--- src/hdl/hist_cfg_pkg.sv ---
`default_nettype none

package hist_cfg_pkg;

    // defaults, overridden from hist_top
    localparam int BINS_DEF           = 8;
    localparam int PIXELS_DEF         = 4;
    localparam int HITS_PER_PIXEL_DEF = 16;
    localparam int COUNT_W_DEF        = 4;

    // largest geometry the address word can hold
    localparam int BINS_MAX   = 64;
    localparam int PIXELS_MAX = 256;

    function automatic int idx_w(input int n);
        return (n > 1) ? $clog2(n) : 1;
    endfunction

    localparam int BIN_W    = idx_w(BINS_MAX);
    localparam int PIX_W    = idx_w(PIXELS_MAX);
    localparam int BIN_SPAN = 2 ** BIN_W;       // bin slots per pixel in the address map
    localparam int ADDR_W   = 1 + PIX_W + BIN_W; // bank + pixel + bin

endpackage

`default_nettype wire

--- src/hdl/hist_types_pkg.sv ---
`default_nettype none

package hist_types_pkg;

    import hist_cfg_pkg::*;

    typedef logic [BIN_W-1:0]  bin_idx_t;
    typedef logic [PIX_W-1:0]  pix_idx_t;
    typedef logic [ADDR_W-1:0] hist_flat_t;

    // field view, bank in the msb
    typedef struct packed {
        logic     bank;
        pix_idx_t pixel;
        bin_idx_t bin;
    } hist_addr_s;

    // same word, fields or one flat index
    typedef union packed {
        hist_addr_s fld;
        hist_flat_t flat;
    } hist_addr_u;

endpackage

`default_nettype wire

--- src/hdl/hist_mem_if.sv ---
`timescale 1ns/1ns
`default_nettype none

interface hist_mem_if import hist_cfg_pkg::*, hist_types_pkg::*; #(
    parameter int COUNT_W = COUNT_W_DEF
) ();

    logic               req;
    logic               gnt;     // same-cycle grant
    logic               rd_en;
    hist_addr_u         rd_addr;
    logic [COUNT_W-1:0] rd_data; // one cycle after rd_en
    logic               wr_en;
    hist_addr_u         wr_addr;
    logic [COUNT_W-1:0] wr_data;

    modport requester (
        output req, rd_en, rd_addr, wr_en, wr_addr, wr_data,
        input  gnt, rd_data
    );

    modport arbiter (
        input  req, rd_en, rd_addr, wr_en, wr_addr, wr_data,
        output gnt, rd_data
    );

    modport ram (
        input  rd_en, rd_addr, wr_en, wr_addr, wr_data,
        output rd_data
    );

endinterface

`default_nettype wire

--- src/hdl/acq_sequencer.sv ---
`timescale 1ns/1ns
`default_nettype none

module acq_sequencer import hist_cfg_pkg::*, hist_types_pkg::*; #(
    parameter int PIXELS         = PIXELS_DEF,
    parameter int HITS_PER_PIXEL = HITS_PER_PIXEL_DEF
) (
    input  logic     clk,
    input  logic     combin_res,
    input  logic     hit,
    input  logic     busy,
    output logic     cur_bank,
    output logic     rd_bank,
    output pix_idx_t cur_pixel,
    output logic     frame_done,
    output logic     start,
    output logic     his_num,
    output logic     overrun
);

    localparam int HIT_W = idx_w(HITS_PER_PIXEL);

    logic [HIT_W-1:0] hit_cnt;
    logic             pixel_end; // this hit closes the pixel
    logic             frame_end; // and the frame

    assign pixel_end = hit && (hit_cnt == HIT_W'(HITS_PER_PIXEL - 1));
    assign frame_end = pixel_end && (cur_pixel == pix_idx_t'(PIXELS - 1));

    always_ff @(posedge clk or negedge combin_res) begin
        if (!combin_res) begin
            hit_cnt    <= '0;
            cur_pixel  <= '0;
            frame_done <= 1'b0;
            his_num    <= 1'b0;
            overrun    <= 1'b0;
        end else begin
            frame_done <= frame_end;
            if (frame_end) begin
                his_num <= ~his_num; // swap banks with the frame_done pulse
            end
            if (frame_done && busy) begin
                overrun <= 1'b1; // sticky
            end
            if (pixel_end) begin
                hit_cnt   <= '0;
                cur_pixel <= frame_end ? '0 : cur_pixel + 1'b1;
            end else if (hit) begin
                hit_cnt <= hit_cnt + 1'b1;
            end
        end
    end

    // accumulator fills his_num, the other bank drains
    assign cur_bank = his_num;
    assign rd_bank  = ~his_num;
    assign start    = frame_done;

endmodule

`default_nettype wire

--- src/hdl/bin_accumulator.sv ---
`timescale 1ns/1ns
`default_nettype none

module bin_accumulator import hist_cfg_pkg::*, hist_types_pkg::*; #(
    parameter int COUNT_W = COUNT_W_DEF
) (
    input logic           clk,
    input logic           combin_res,
    input logic           hit,
    input bin_idx_t       bin,
    input logic           cur_bank,
    input pix_idx_t       cur_pixel,
    hist_mem_if.requester bus
);

    hist_addr_u         hit_addr;
    hist_addr_u         s1_addr;   // address read last cycle
    logic               s1_valid;
    hist_addr_u         fwd_addr;  // address written last cycle
    logic               fwd_valid;
    logic [COUNT_W-1:0] fwd_data;
    logic [COUNT_W-1:0] base_count;

    always_comb begin
        hit_addr.fld.bank  = cur_bank;
        hit_addr.fld.pixel = cur_pixel;
        hit_addr.fld.bin   = bin;
    end

    // stage one reads, stage two writes
    assign bus.req     = hit | s1_valid;
    assign bus.rd_en   = hit & bus.gnt;
    assign bus.rd_addr = hit_addr;

    // the RAM returned the stale count when the previous write hit the same bin
    assign base_count = (fwd_valid && (fwd_addr.flat == s1_addr.flat)) ? fwd_data
                                                                       : bus.rd_data;

    assign bus.wr_en   = s1_valid & bus.gnt;
    assign bus.wr_addr = s1_addr;
    assign bus.wr_data = (&base_count) ? base_count : base_count + 1'b1; // saturate

    always_ff @(posedge clk or negedge combin_res) begin
        if (!combin_res) begin
            s1_valid  <= 1'b0;
            fwd_valid <= 1'b0;
        end else begin
            s1_valid  <= bus.rd_en;
            fwd_valid <= bus.wr_en;
        end
    end

    always_ff @(posedge clk) begin
        s1_addr  <= hit_addr;
        fwd_addr <= s1_addr;
        fwd_data <= bus.wr_data;
    end

endmodule

`default_nettype wire

--- src/hdl/hist_ram.sv ---
`timescale 1ns/1ns
`default_nettype none

module hist_ram import hist_cfg_pkg::*, hist_types_pkg::*; #(
    parameter int BINS    = BINS_DEF,
    parameter int PIXELS  = PIXELS_DEF,
    parameter int COUNT_W = COUNT_W_DEF
) (
    input logic    clk,
    hist_mem_if.ram mem
);

    localparam int DEPTH = 2 * PIXELS * BINS; // both banks
    localparam int IDX_W = idx_w(DEPTH);

    logic [COUNT_W-1:0] mem_q [DEPTH];
    logic [IDX_W-1:0]   rd_idx;
    logic [IDX_W-1:0]   wr_idx;

    // packs the used part of each field densely
    function automatic logic [IDX_W-1:0] ram_index(input hist_addr_u a);
        int idx;
        idx = int'(a.fld.bank) * PIXELS * BINS + int'(a.fld.pixel) * BINS + int'(a.fld.bin);
        return IDX_W'(idx);
    endfunction

    assign rd_idx = ram_index(mem.rd_addr);
    assign wr_idx = ram_index(mem.wr_addr);

    always_ff @(posedge clk) begin
        if (mem.rd_en) begin
            mem.rd_data <= mem_q[rd_idx]; // old data on collision
        end
        if (mem.wr_en) begin
            mem_q[wr_idx] <= mem.wr_data;
        end
    end

endmodule

`default_nettype wire

--- src/hdl/hist_readout.sv ---
`timescale 1ns/1ns
`default_nettype none

module hist_readout import hist_cfg_pkg::*, hist_types_pkg::*; #(
    parameter int BINS    = BINS_DEF,
    parameter int PIXELS  = PIXELS_DEF,
    parameter int COUNT_W = COUNT_W_DEF
) (
    input  logic               clk,
    input  logic               combin_res,
    input  logic               start,
    input  logic               rd_bank,
    hist_mem_if.requester      bus,
    output logic [COUNT_W-1:0] bin_count,
    output logic               out_valid,
    output logic               out_last,
    output logic               busy
);

    hist_addr_u         first_addr;
    hist_addr_u         rd_ptr;     // next bin to read
    hist_addr_u         clr_ptr;    // oldest bin not yet cleared
    logic               rd_active;
    logic               ret_valid;  // read data on the bus this cycle
    logic               hold_valid; // returned word waiting for a slot
    logic [COUNT_W-1:0] hold_data;
    logic               beat_avail;
    logic [COUNT_W-1:0] beat_data;

    // flat walk, skipping the unused bin slots at each pixel end
    function automatic hist_addr_u step_addr(input hist_addr_u a);
        hist_addr_u n;
        if (a.fld.bin == bin_idx_t'(BINS - 1)) begin
            n.flat = a.flat + hist_flat_t'(BIN_SPAN - BINS + 1);
        end else begin
            n.flat = a.flat + 1'b1;
        end
        return n;
    endfunction

    function automatic logic is_last(input hist_addr_u a);
        return (a.fld.pixel == pix_idx_t'(PIXELS - 1)) && (a.fld.bin == bin_idx_t'(BINS - 1));
    endfunction

    always_comb begin
        first_addr.fld.bank  = rd_bank;
        first_addr.fld.pixel = '0;
        first_addr.fld.bin   = '0;
    end

    assign beat_avail = hold_valid | ret_valid; // never both at once
    assign beat_data  = hold_valid ? hold_data : bus.rd_data;

    assign bus.req     = rd_active | beat_avail;
    assign bus.rd_en   = bus.gnt & rd_active & ~start;
    assign bus.rd_addr = rd_ptr;
    assign bus.wr_en   = bus.gnt & beat_avail; // clear as the beat goes out
    assign bus.wr_addr = clr_ptr;
    assign bus.wr_data = '0;

    always_ff @(posedge clk or negedge combin_res) begin
        if (!combin_res) begin
            rd_active  <= 1'b0;
            ret_valid  <= 1'b0;
            hold_valid <= 1'b0;
            busy       <= 1'b0;
            out_valid  <= 1'b0;
            out_last   <= 1'b0;
        end else begin
            ret_valid <= bus.rd_en;
            out_valid <= bus.wr_en;
            out_last  <= bus.wr_en & is_last(clr_ptr);
            if (start) begin
                rd_active  <= 1'b1;
                hold_valid <= 1'b0; // drop leftovers of an overrun bank
                busy       <= 1'b1;
            end else begin
                if (bus.rd_en && is_last(rd_ptr)) begin
                    rd_active <= 1'b0;
                end
                hold_valid <= beat_avail & ~bus.wr_en;
                if (out_last) begin
                    busy <= 1'b0;
                end
            end
        end
    end

    always_ff @(posedge clk) begin
        if (start) begin
            rd_ptr  <= first_addr;
            clr_ptr <= first_addr;
        end else begin
            if (bus.rd_en) begin
                rd_ptr <= step_addr(rd_ptr);
            end
            if (bus.wr_en) begin
                clr_ptr <= step_addr(clr_ptr);
            end
        end
        if (ret_valid && !hold_valid) begin
            hold_data <= bus.rd_data;
        end
        if (bus.wr_en) begin
            bin_count <= beat_data;
        end
    end

endmodule

`default_nettype wire

--- src/hdl/hist_top.sv ---
`timescale 1ns/1ns
`default_nettype none

module hist_top import hist_cfg_pkg::*, hist_types_pkg::*; #(
    parameter int BINS           = BINS_DEF,
    parameter int PIXELS         = PIXELS_DEF,
    parameter int HITS_PER_PIXEL = HITS_PER_PIXEL_DEF,
    parameter int COUNT_W        = COUNT_W_DEF
) (
    input  logic               clk,
    input  logic               combin_res,
    input  logic               hit,
    input  bin_idx_t           bin,
    output logic [COUNT_W-1:0] bin_count,
    output logic               out_valid,
    output logic               out_last,
    output logic               frame_done,
    output logic               his_num,
    output logic               overrun
);

    logic     cur_bank;
    logic     rd_bank;
    logic     start;
    logic     busy;
    pix_idx_t cur_pixel;

    hist_mem_if #(.COUNT_W(COUNT_W)) acc_bus ();
    hist_mem_if #(.COUNT_W(COUNT_W)) ro_bus ();
    hist_mem_if #(.COUNT_W(COUNT_W)) ram_bus ();

    assign ram_bus.gnt = ram_bus.req; // single RAM, takes every request

    acq_sequencer #(
        .PIXELS         (PIXELS),
        .HITS_PER_PIXEL (HITS_PER_PIXEL)
    ) seq_i (
        .clk        (clk),
        .combin_res (combin_res),
        .hit        (hit),
        .busy       (busy),
        .cur_bank   (cur_bank),
        .rd_bank    (rd_bank),
        .cur_pixel  (cur_pixel),
        .frame_done (frame_done),
        .start      (start),
        .his_num    (his_num),
        .overrun    (overrun)
    );

    bin_accumulator #(.COUNT_W(COUNT_W)) acc_i (
        .clk        (clk),
        .combin_res (combin_res),
        .hit        (hit),
        .bin        (bin),
        .cur_bank   (cur_bank),
        .cur_pixel  (cur_pixel),
        .bus        (acc_bus.requester)
    );

    hist_readout #(
        .BINS    (BINS),
        .PIXELS  (PIXELS),
        .COUNT_W (COUNT_W)
    ) ro_i (
        .clk        (clk),
        .combin_res (combin_res),
        .start      (start),
        .rd_bank    (rd_bank),
        .bus        (ro_bus.requester),
        .bin_count  (bin_count),
        .out_valid  (out_valid),
        .out_last   (out_last),
        .busy       (busy)
    );

    mem_arbiter arb_i (
        .clk        (clk),
        .combin_res (combin_res),
        .acc        (acc_bus.arbiter),
        .ro         (ro_bus.arbiter),
        .ram        (ram_bus.requester)
    );

    hist_ram #(
        .BINS    (BINS),
        .PIXELS  (PIXELS),
        .COUNT_W (COUNT_W)
    ) ram_i (
        .clk (clk),
        .mem (ram_bus.ram)
    );

endmodule

`default_nettype wire

--- src/hdl/mem_arbiter.sv ---
`timescale 1ns/1ns
`default_nettype none

module mem_arbiter (
    input logic           clk,
    input logic           combin_res,
    hist_mem_if.arbiter   acc,
    hist_mem_if.arbiter   ro,
    hist_mem_if.requester ram
);

    logic rd_owner_ro; // readout issued the read now returning

    assign ram.req = acc.req | ro.req;

    // accumulator first, readout only on idle cycles
    assign acc.gnt = acc.req & ram.gnt;
    assign ro.gnt  = ro.req & ~acc.req & ram.gnt;

    assign ram.rd_en   = acc.gnt ? acc.rd_en   : (ro.gnt & ro.rd_en);
    assign ram.rd_addr = acc.gnt ? acc.rd_addr : ro.rd_addr;
    assign ram.wr_en   = acc.gnt ? acc.wr_en   : (ro.gnt & ro.wr_en);
    assign ram.wr_addr = acc.gnt ? acc.wr_addr : ro.wr_addr;
    assign ram.wr_data = acc.gnt ? acc.wr_data : ro.wr_data;

    always_ff @(posedge clk or negedge combin_res) begin
        if (!combin_res) begin
            rd_owner_ro <= 1'b0;
        end else if (ram.rd_en) begin
            rd_owner_ro <= ro.gnt;
        end
    end

    // return path, only the owner sees the word
    assign acc.rd_data = rd_owner_ro ? '0 : ram.rd_data;
    assign ro.rd_data  = rd_owner_ro ? ram.rd_data : '0;

endmodule

`default_nettype wire
--- config.mk ---
export PLATFORM = sky130hd
export DESIGN_NAME = hist_top
export DESIGN_NICKNAME = d
export VERILOG_FILES = /design/src/hdl/hist_cfg_pkg.sv /design/src/hdl/hist_types_pkg.sv /design/src/hdl/hist_mem_if.sv /design/src/hdl/acq_sequencer.sv /design/src/hdl/bin_accumulator.sv /design/src/hdl/hist_ram.sv /design/src/hdl/hist_readout.sv /design/src/hdl/hist_top.sv /design/src/hdl/mem_arbiter.sv
export SDC_FILE = /design/constraint.sdc
export NUM_CORES = 1
export LEC_CHECK = 0
export ABC_AREA = 1
export BUFFER_PORTS_ARGS = -buffer_cell sky130_fd_sc_hd__buf_2
export CAP_MARGIN = 40
export CORE_AREA = 2 2 205 207
export DETAILED_ROUTE_END_ITERATION = 6
export DIE_AREA = 0 0 207 209
export PLACE_DENSITY_LB_ADDON = 0.25
export SYNTH_ARGS = -nofsm -noshare
export SYNTH_HDL_FRONTEND = slang
export SYNTH_SLANG_ARGS = --single-unit
--- constraint.sdc ---
create_clock -name clk -period 8.1 [get_ports clk]
set_input_delay 0.81 -clock clk [delete_from_list [all_inputs] [get_ports clk]]
set_output_delay 0.81 -clock clk [all_outputs]
set_load 0.005 [all_outputs]
* Word-level counts from Yosys, hierarchy flattened
Memory sizes are Yosys's and may differ from the RTL's. A register that Yosys moved wholly into a read port is not among the register bits. Cells that the tools add are included. W data, S select, Z words.
Cells by class: eq/ne operators 7, mux-type cells 26, bitwise operators 20, $add $sub $neg 11, reduce and logical (&&, ||, !) cells 15
Operators by type and width (number):
- $mux W15 | 8
- $mux W4 | 8
- $add A15 B1 Y15 const B | 2
- $add A15 B6 Y15 const B | 2
- $add A6 B6 Y6 | 4
- $eq A8 B2 Y1 const B | 3
- $eq A15 B15 Y1 | 1
- $and A1 B1 Y1 | 12
- $eq A6 B3 Y1 const B | 2
- $reduce_bool A2 Y1 | 5
- $mux W1 | 9
- $add A4 B1 Y4 const B | 2
- $add A8 B1 Y8 const B | 1
- $logic_and A1 B1 Y1 | 8
- $mux W8 | 1
- $eq A4 B4 Y1 const B | 1
- $not A1 Y1 | 4
- $or A1 B1 Y1 | 4
- $reduce_and A4 Y1 | 1
- $logic_not A1 Y1 | 1
Storage, ports and cells: word-level logic and storage cells 103, RAM bits 256, memories kept 1, bits in registers 96
Memory list:
- ram_i.mem_q | depth 64, bits a word 4, rd ports 1, clocked after Yosys merged registers in 1, write ports 1, line hist_ram.sv:16 | logic [COUNT_W-1:0] mem_q [DEPTH];

* Longest topological paths before layout
depth in word-level cells 9, gate-level depth with buffers 15

* By module
From an unflattened synthesis, not the netlist that was laid out.
Unflattened totals: cell total of the unflattened synthesis 1800, area, all modules 16788.6 sq um
By module, submodules not included:
- hist_ram | times used 1, area each 11626.2 sq um, cells each 1070
- hist_readout | times used 1, area each 2215.9 sq um, cells each 286
- bin_accumulator | times used 1, area each 1501.4 sq um, cells each 208
- acq_sequencer | times used 1, area each 814.5 sq um, cells each 95
- mem_arbiter | times used 1, area each 630.6 sq um, cells each 141

* Least setup slack after synthesis
No wires, ideal clock.
kind input to register, from input port hit, to memory ram_i.mem_q[0][3] (netlist bit) (data pin), cell stages on the path 6, arrival time 3204 ps, data required time 7552 ps, buffers on the path 4, slack 4348 ps, setup time 548 ps, path through nor2_4 > buf_6 > buf_6 > buf_4 > clkbuf_1 > a21oi_1
On the way: longest elaborated chain between the ends 4
Ends and longest elaborated chain:
- start: declaration | line hist_top.sv:12 | input logic hit,
- $or A1 B1 Y1 * | line bin_accumulator.sv:31 | assign bus.req = hit | s1_valid;
- $or A1 B1 Y1 | line mem_arbiter.sv:14 | assign ram.req = acc.req | ro.req;
- $and A1 B1 Y1 * | line mem_arbiter.sv:17 | assign acc.gnt = acc.req & ram.gnt;
- $mux W4 * | line mem_arbiter.sv:24 | assign ram.wr_data = acc.gnt ? acc.wr_data : ro.wr_data;
- net arb_i.ram.wr_data[3] | line hist_mem_if.sv:18 | output req, rd_en, rd_addr, wr_en, wr_addr, wr_data,
- end: declaration | line hist_ram.sv:16
Mark *: on every way through the listed nets, which the timed path passes. The rest lies on a longest branch.

* Worst setup path in the final report
from register acc_i.s1_valid, to register ram_i.mem.rd_data[3] (read register of ram_i.mem_q) (data pin)
On the way: longest elaborated chain between the ends 8
Ends and longest elaborated chain:
- start: declaration | line bin_accumulator.sv:18 | logic s1_valid;
- start signal: assignment | line bin_accumulator.sv:48 | s1_valid <= bus.rd_en;
- $or A1 B1 Y1 * | line bin_accumulator.sv:31
- parallel branches: the longest is 7 deep, another holds $add A6 B6 Y6
- end: declaration | line hist_mem_if.sv:29 | output rd_data
Mark *: on every way between the ends. A chain may end at the register's enable or synchronous reset.

==> out/qor_table.md <==
| Quantity | Reported |
|:---|:---|
| Outcome | complete, no violations |
| Clock net sink count | 356 |
| Internal power component | 3.40 mW |
| Power density relative to cell area | 269 nW/um^2 |
| Fin. max-slew vios | 0 |
| Endpoints failing hold | 0 |
| Detailed Route Iter0 Violations | 1,001 |
| FF-to-FF Start | acc_i.s1_valid$_DFF_PN0_ |
| Post-route design area | 18,000 sq um |
| Initial standard-cell utilization of the core | 0.394 |
| Ordered cell list for the critical path | nor2_4 > buf_4 > nand2_1 > nand2_4 > buf_16 > nand2_1 > nand3_1 > nand3_1 > nand3_1 > nand3_1 > nand3_1 > nand2_1 |
| Die Ht | 209 um |
| Main synth FF type | sky130_fd_sc_hd__edfxtp_1 |
| Post-synth EDFFs | 270 |
| Detail Route Antenna Nets | 0 |
| Number of ports placed on the die boundary | 18 |
| Xor/xnor cell area share of the yosys netlist | 0.00953 |
| Critical path arrival | 4120 ps |
| Area share of the leading cell type in the synthesized netlist | 0.498 |
| Dominant combinational cell family by area after synthesis | simple AND/OR/NAND/NOR gates |
| Nets | 1,783 |
| Multiplexer area fraction after synthesis | 0 |
| Fraction of the mapped netlist area in compound gates | 0.0278 |
| Global-route congestion overflow total | 0 |
| MaxCap Viol Count | 0 |
| Synth Area in Adders | 0.0108 |
| Most frequent cell after synthesis | sky130_fd_sc_hd__nand2_1 |
| Transition time at the pin with the least slew margin | 942 ps |
| Largest net degree at the start of global routing | 78 |
| Cells after synthesis | 1,753 |
| Largest voltage drop on the vdd net | 0.165 mV |
| Most frequent cells after synthesis | sky130_fd_sc_hd__nand2_1, sky130_fd_sc_hd__inv_1, sky130_fd_sc_hd__nand3_1 |
| Core area | 41,300 sq um |
| Minimum clock period | 3830 ps |
| Vias per Instance | 4.94 |
| Slowest cell on the critical path | sky130_fd_sc_hd__nand2_4 |
| Number of distinct library cell variants in the gate-level netlist after synthesis | 35 |
| GR Util All Layers | 0.179 |
| Register area share after synthesis | 0.611 |
| TritonCTS clock tree | done |
| Flop2flop setup slack | 4270 ps |
| Buffers inserted by post-CTS timing repair | 0 |
| CP max stage delay | 690 ps |
| Required time reported for the critical path endpoint | 8390 ps |
| Number of diodes | 0 |
| Switching power as a share of total power | 0.299 |
| Count of input and output buffers | 17 |
| Via total after detailed routing | 11,500 |
| Most area-hungry cell type in the Yosys netlist | sky130_fd_sc_hd__edfxtp_1 |
| Synthesis-stage register bit count | 356 |
| Nature of the critical path endpoint | flop |
| Width of the die | 207 um |
| Synth Net Count | 1,776 |
| Place WS | 3860 ps |
| Total negative slack for setup checks | 0 ps |
| Netlist Area Pre-Place | 16,300 sq um |
| Number of iterations in the first detailed-routing pass | 5 |
| Via count of the first global-routing pass | 11,200 |
| Maximum frequency from static timing analysis | 0.261 GHz |
| End of the worst register-to-register path | ram_i.mem.rd_data[3]$_DFFE_PP_ |
| Die ar. | 43,300 sq um |
| Synth async-reset ratio | 0.0674 |
| Setup violators final | 0 |
| Hold/Removal Path Class | in -> async |
| CTS clk-pin slew, worst paths | 60 ps |
| Synthesis Warnings | 0 |
| Post-synthesis share of cell area spent on and, or, nand and nor gates | 0.237 |
| Mean instance size in the synthesized netlist | 9.29 sq um |
| Setup clock skew after layout | 13.5 ps |
| Setup repair after global routing missed its margin | false |
| Cts-stage hold buffer count | 0 |
| Clock buffer count from CTS | 40 |
| CTS Root Cell | sky130_fd_sc_hd__clkbuf_16 |
| Sequential share of power | 0.471 |
| Part of the total power dissipated in the clock network | 0.340 |
| Fraction of layout cells with a size suffix above 1 | 0.0610 |
| Post-detailed-placement cell area | 16,900 sq um |
| Nature of the critical path startpoint | flop |
| Minimum setup slack in the final design | 4270 ps |
| Comb power frac | 0.189 |
| HPWL after detailed placement | 24.0 mm |
| DRC errors left | 0 |
| Depth of the worst register-to-register path | 12 |
| Max_slew headroom | 0.372 |
| Number of standard-cell rows in the floorplan | 75 |
| Area growth syn-to-layout | 10.9% |
| Critical path type | reg -> reg |
| # H-tree levels | 2 |
| Static Leak | 7.90 nW |
| Highest fanout seen on the critical path | 77 |
| Sum of routed wire length over all layers | 38.5 mm |
| Antenna violations before repair | 0 |
| Most area-consuming cells after synthesis | sky130_fd_sc_hd__edfxtp_1, sky130_fd_sc_hd__nand2_1, sky130_fd_sc_hd__nand3_1, sky130_fd_sc_hd__inv_1, sky130_fd_sc_hd__dfxtp_1 |
| Global-route wire length before repair | 61.2 mm |
| Maximum root-to-sink buffer count | 3 |
| Routability Congestion | 0.798 |
| Most common cell on crit path | sky130_fd_sc_hd__nand3_1 |
| Net switching power | 1.45 mW |
| Post-route clock period utilization | 0.472 |
| Post-CTS sizing | 0 |
| Wire length per cell after detailed routing | 16.5 um |
| Insertion delay of the later-clocked pin in the worst-skew pair | 540 ps |
==> critical path: cells and delay by family (launching register included) <==
kind,cells,cell delay [ps]
buffers and inverters,2,760
DFF,1,470
and+or+nand+nor,10,2310
==> placed cells by master, fill, tap and decap left out, drive strengths merged <==
cell type and count:
inv 353, nand3 289, dfrtp 24, nor4 4, nor3b 3, nor2 124, xnor2 4, buf 29
o22ai 2, dfxtp 62, edfxtp 270, clkbuf 50, bufinv 1, clkinv 19, xor2 12, nand4 15
nand3b 4, o21bai 2, a31oi 2, a21oi 26, o21ai 52, nand2 412, nor3 15, ha 14
==> sequential cells by signal (all words and copies together), names as in the netlist, 4 cells and up <==
register,count
ro_i.bus.wr_addr,15
seq_i.hit_cnt,4
ro_i.bus.rd_addr,15
acc_i.bus.wr_addr,15
acc_i.fwd_data,4
ram_i.mem.rd_data,4
acc_i.fwd_addr,15
ro_i.bin_count,4
ro_i.hold_data,4
ram_i.mem_q,256
seq_i.cur_pixel,8
==> per-layer routing <==
| metal | vias to the layer above | share of wire | global-route usage | wire (um) |
|---|---|---|---|---|
| met5 | - | 0 | 0 | 0 |
| met3 | 59 | 0.058 | 0.0301 | 2230 |
| met2 | 282 | 0.47 | 0.294 | 18000 |
| li1 | 5644 | - | - | - |
| met1 | 5500 | 0.45 | 0.240 | 17300 |
| met4 | 0 | 0.025 | 0.0631 | 966 |
==> stage by stage <==
stage / hold WS [ps] / total power, mW / cells / utilization
2_1_floorplan: 347 / 2.89 / 1753 / -
4_1_cts: 288 / 4.90 / 2327 / 0.437
6_report: 296 / 4.85 / 2327 / 0.437
3_5_place_dp: 359 / 3.24 / 2257 / 0.409
5_1_grt: 323 / 5.07 / 2327 / 0.437
3_3_place_gp: 355 / 3.23 / 2252 / 0.406
==> cell type report <==
| type | instances | area [sq um] |
|---|---|---|
| repair buffers | 29 | 255 |
| fillers | 3974 | 23200 |
| clock inverters | 20 | 106 |
| multi-input cells | 980 | 4680 |
| clock buffers | 50 | 1060 |
| flip-flops and latches | 356 | 9950 |
| well taps | 539 | 674 |
| inverters | 353 | 1330 |
==> logic make-up after synthesis <==
group	after synthesis
compound gates	84
xor+xnor	16
fa+ha+maj	14
buf+inv	417
flops	356
simple gates	866
==> power by group through the flow <==
stage	Sequential, mW	Clock [mW]	Combinational, mW
2_1_floorplan	2.31	0	0.583
3_3_place_gp	2.32	0	0.912
3_5_place_dp	2.32	0	0.921
4_1_cts	2.28	1.69	0.926
5_1_grt	2.30	1.76	1.02
6_report	2.28	1.65	0.916
==> worst max path at each step <==
stage                                   from                              to  slack [ps]  cells past startpoint
floorplan                                hit     ram_i.mem_q[0][3]$_DFFE_PP_        4350                      6
global placement                         hit  ram_i.mem.rd_data[3]$_DFFE_PP_        3700                     12
detailed placement                       hit  ram_i.mem.rd_data[3]$_DFFE_PP_        3860                     13
CTS                 acc_i.s1_valid$_DFF_PN0_  ram_i.mem.rd_data[3]$_DFFE_PP_        4320                     12
global route        acc_i.s1_valid$_DFF_PN0_  ram_i.mem.rd_data[3]$_DFFE_PP_        4050                     12
finish              acc_i.s1_valid$_DFF_PN0_  ram_i.mem.rd_data[3]$_DFFE_PP_        4270                     12
Power figures use the tool's default switching activity.
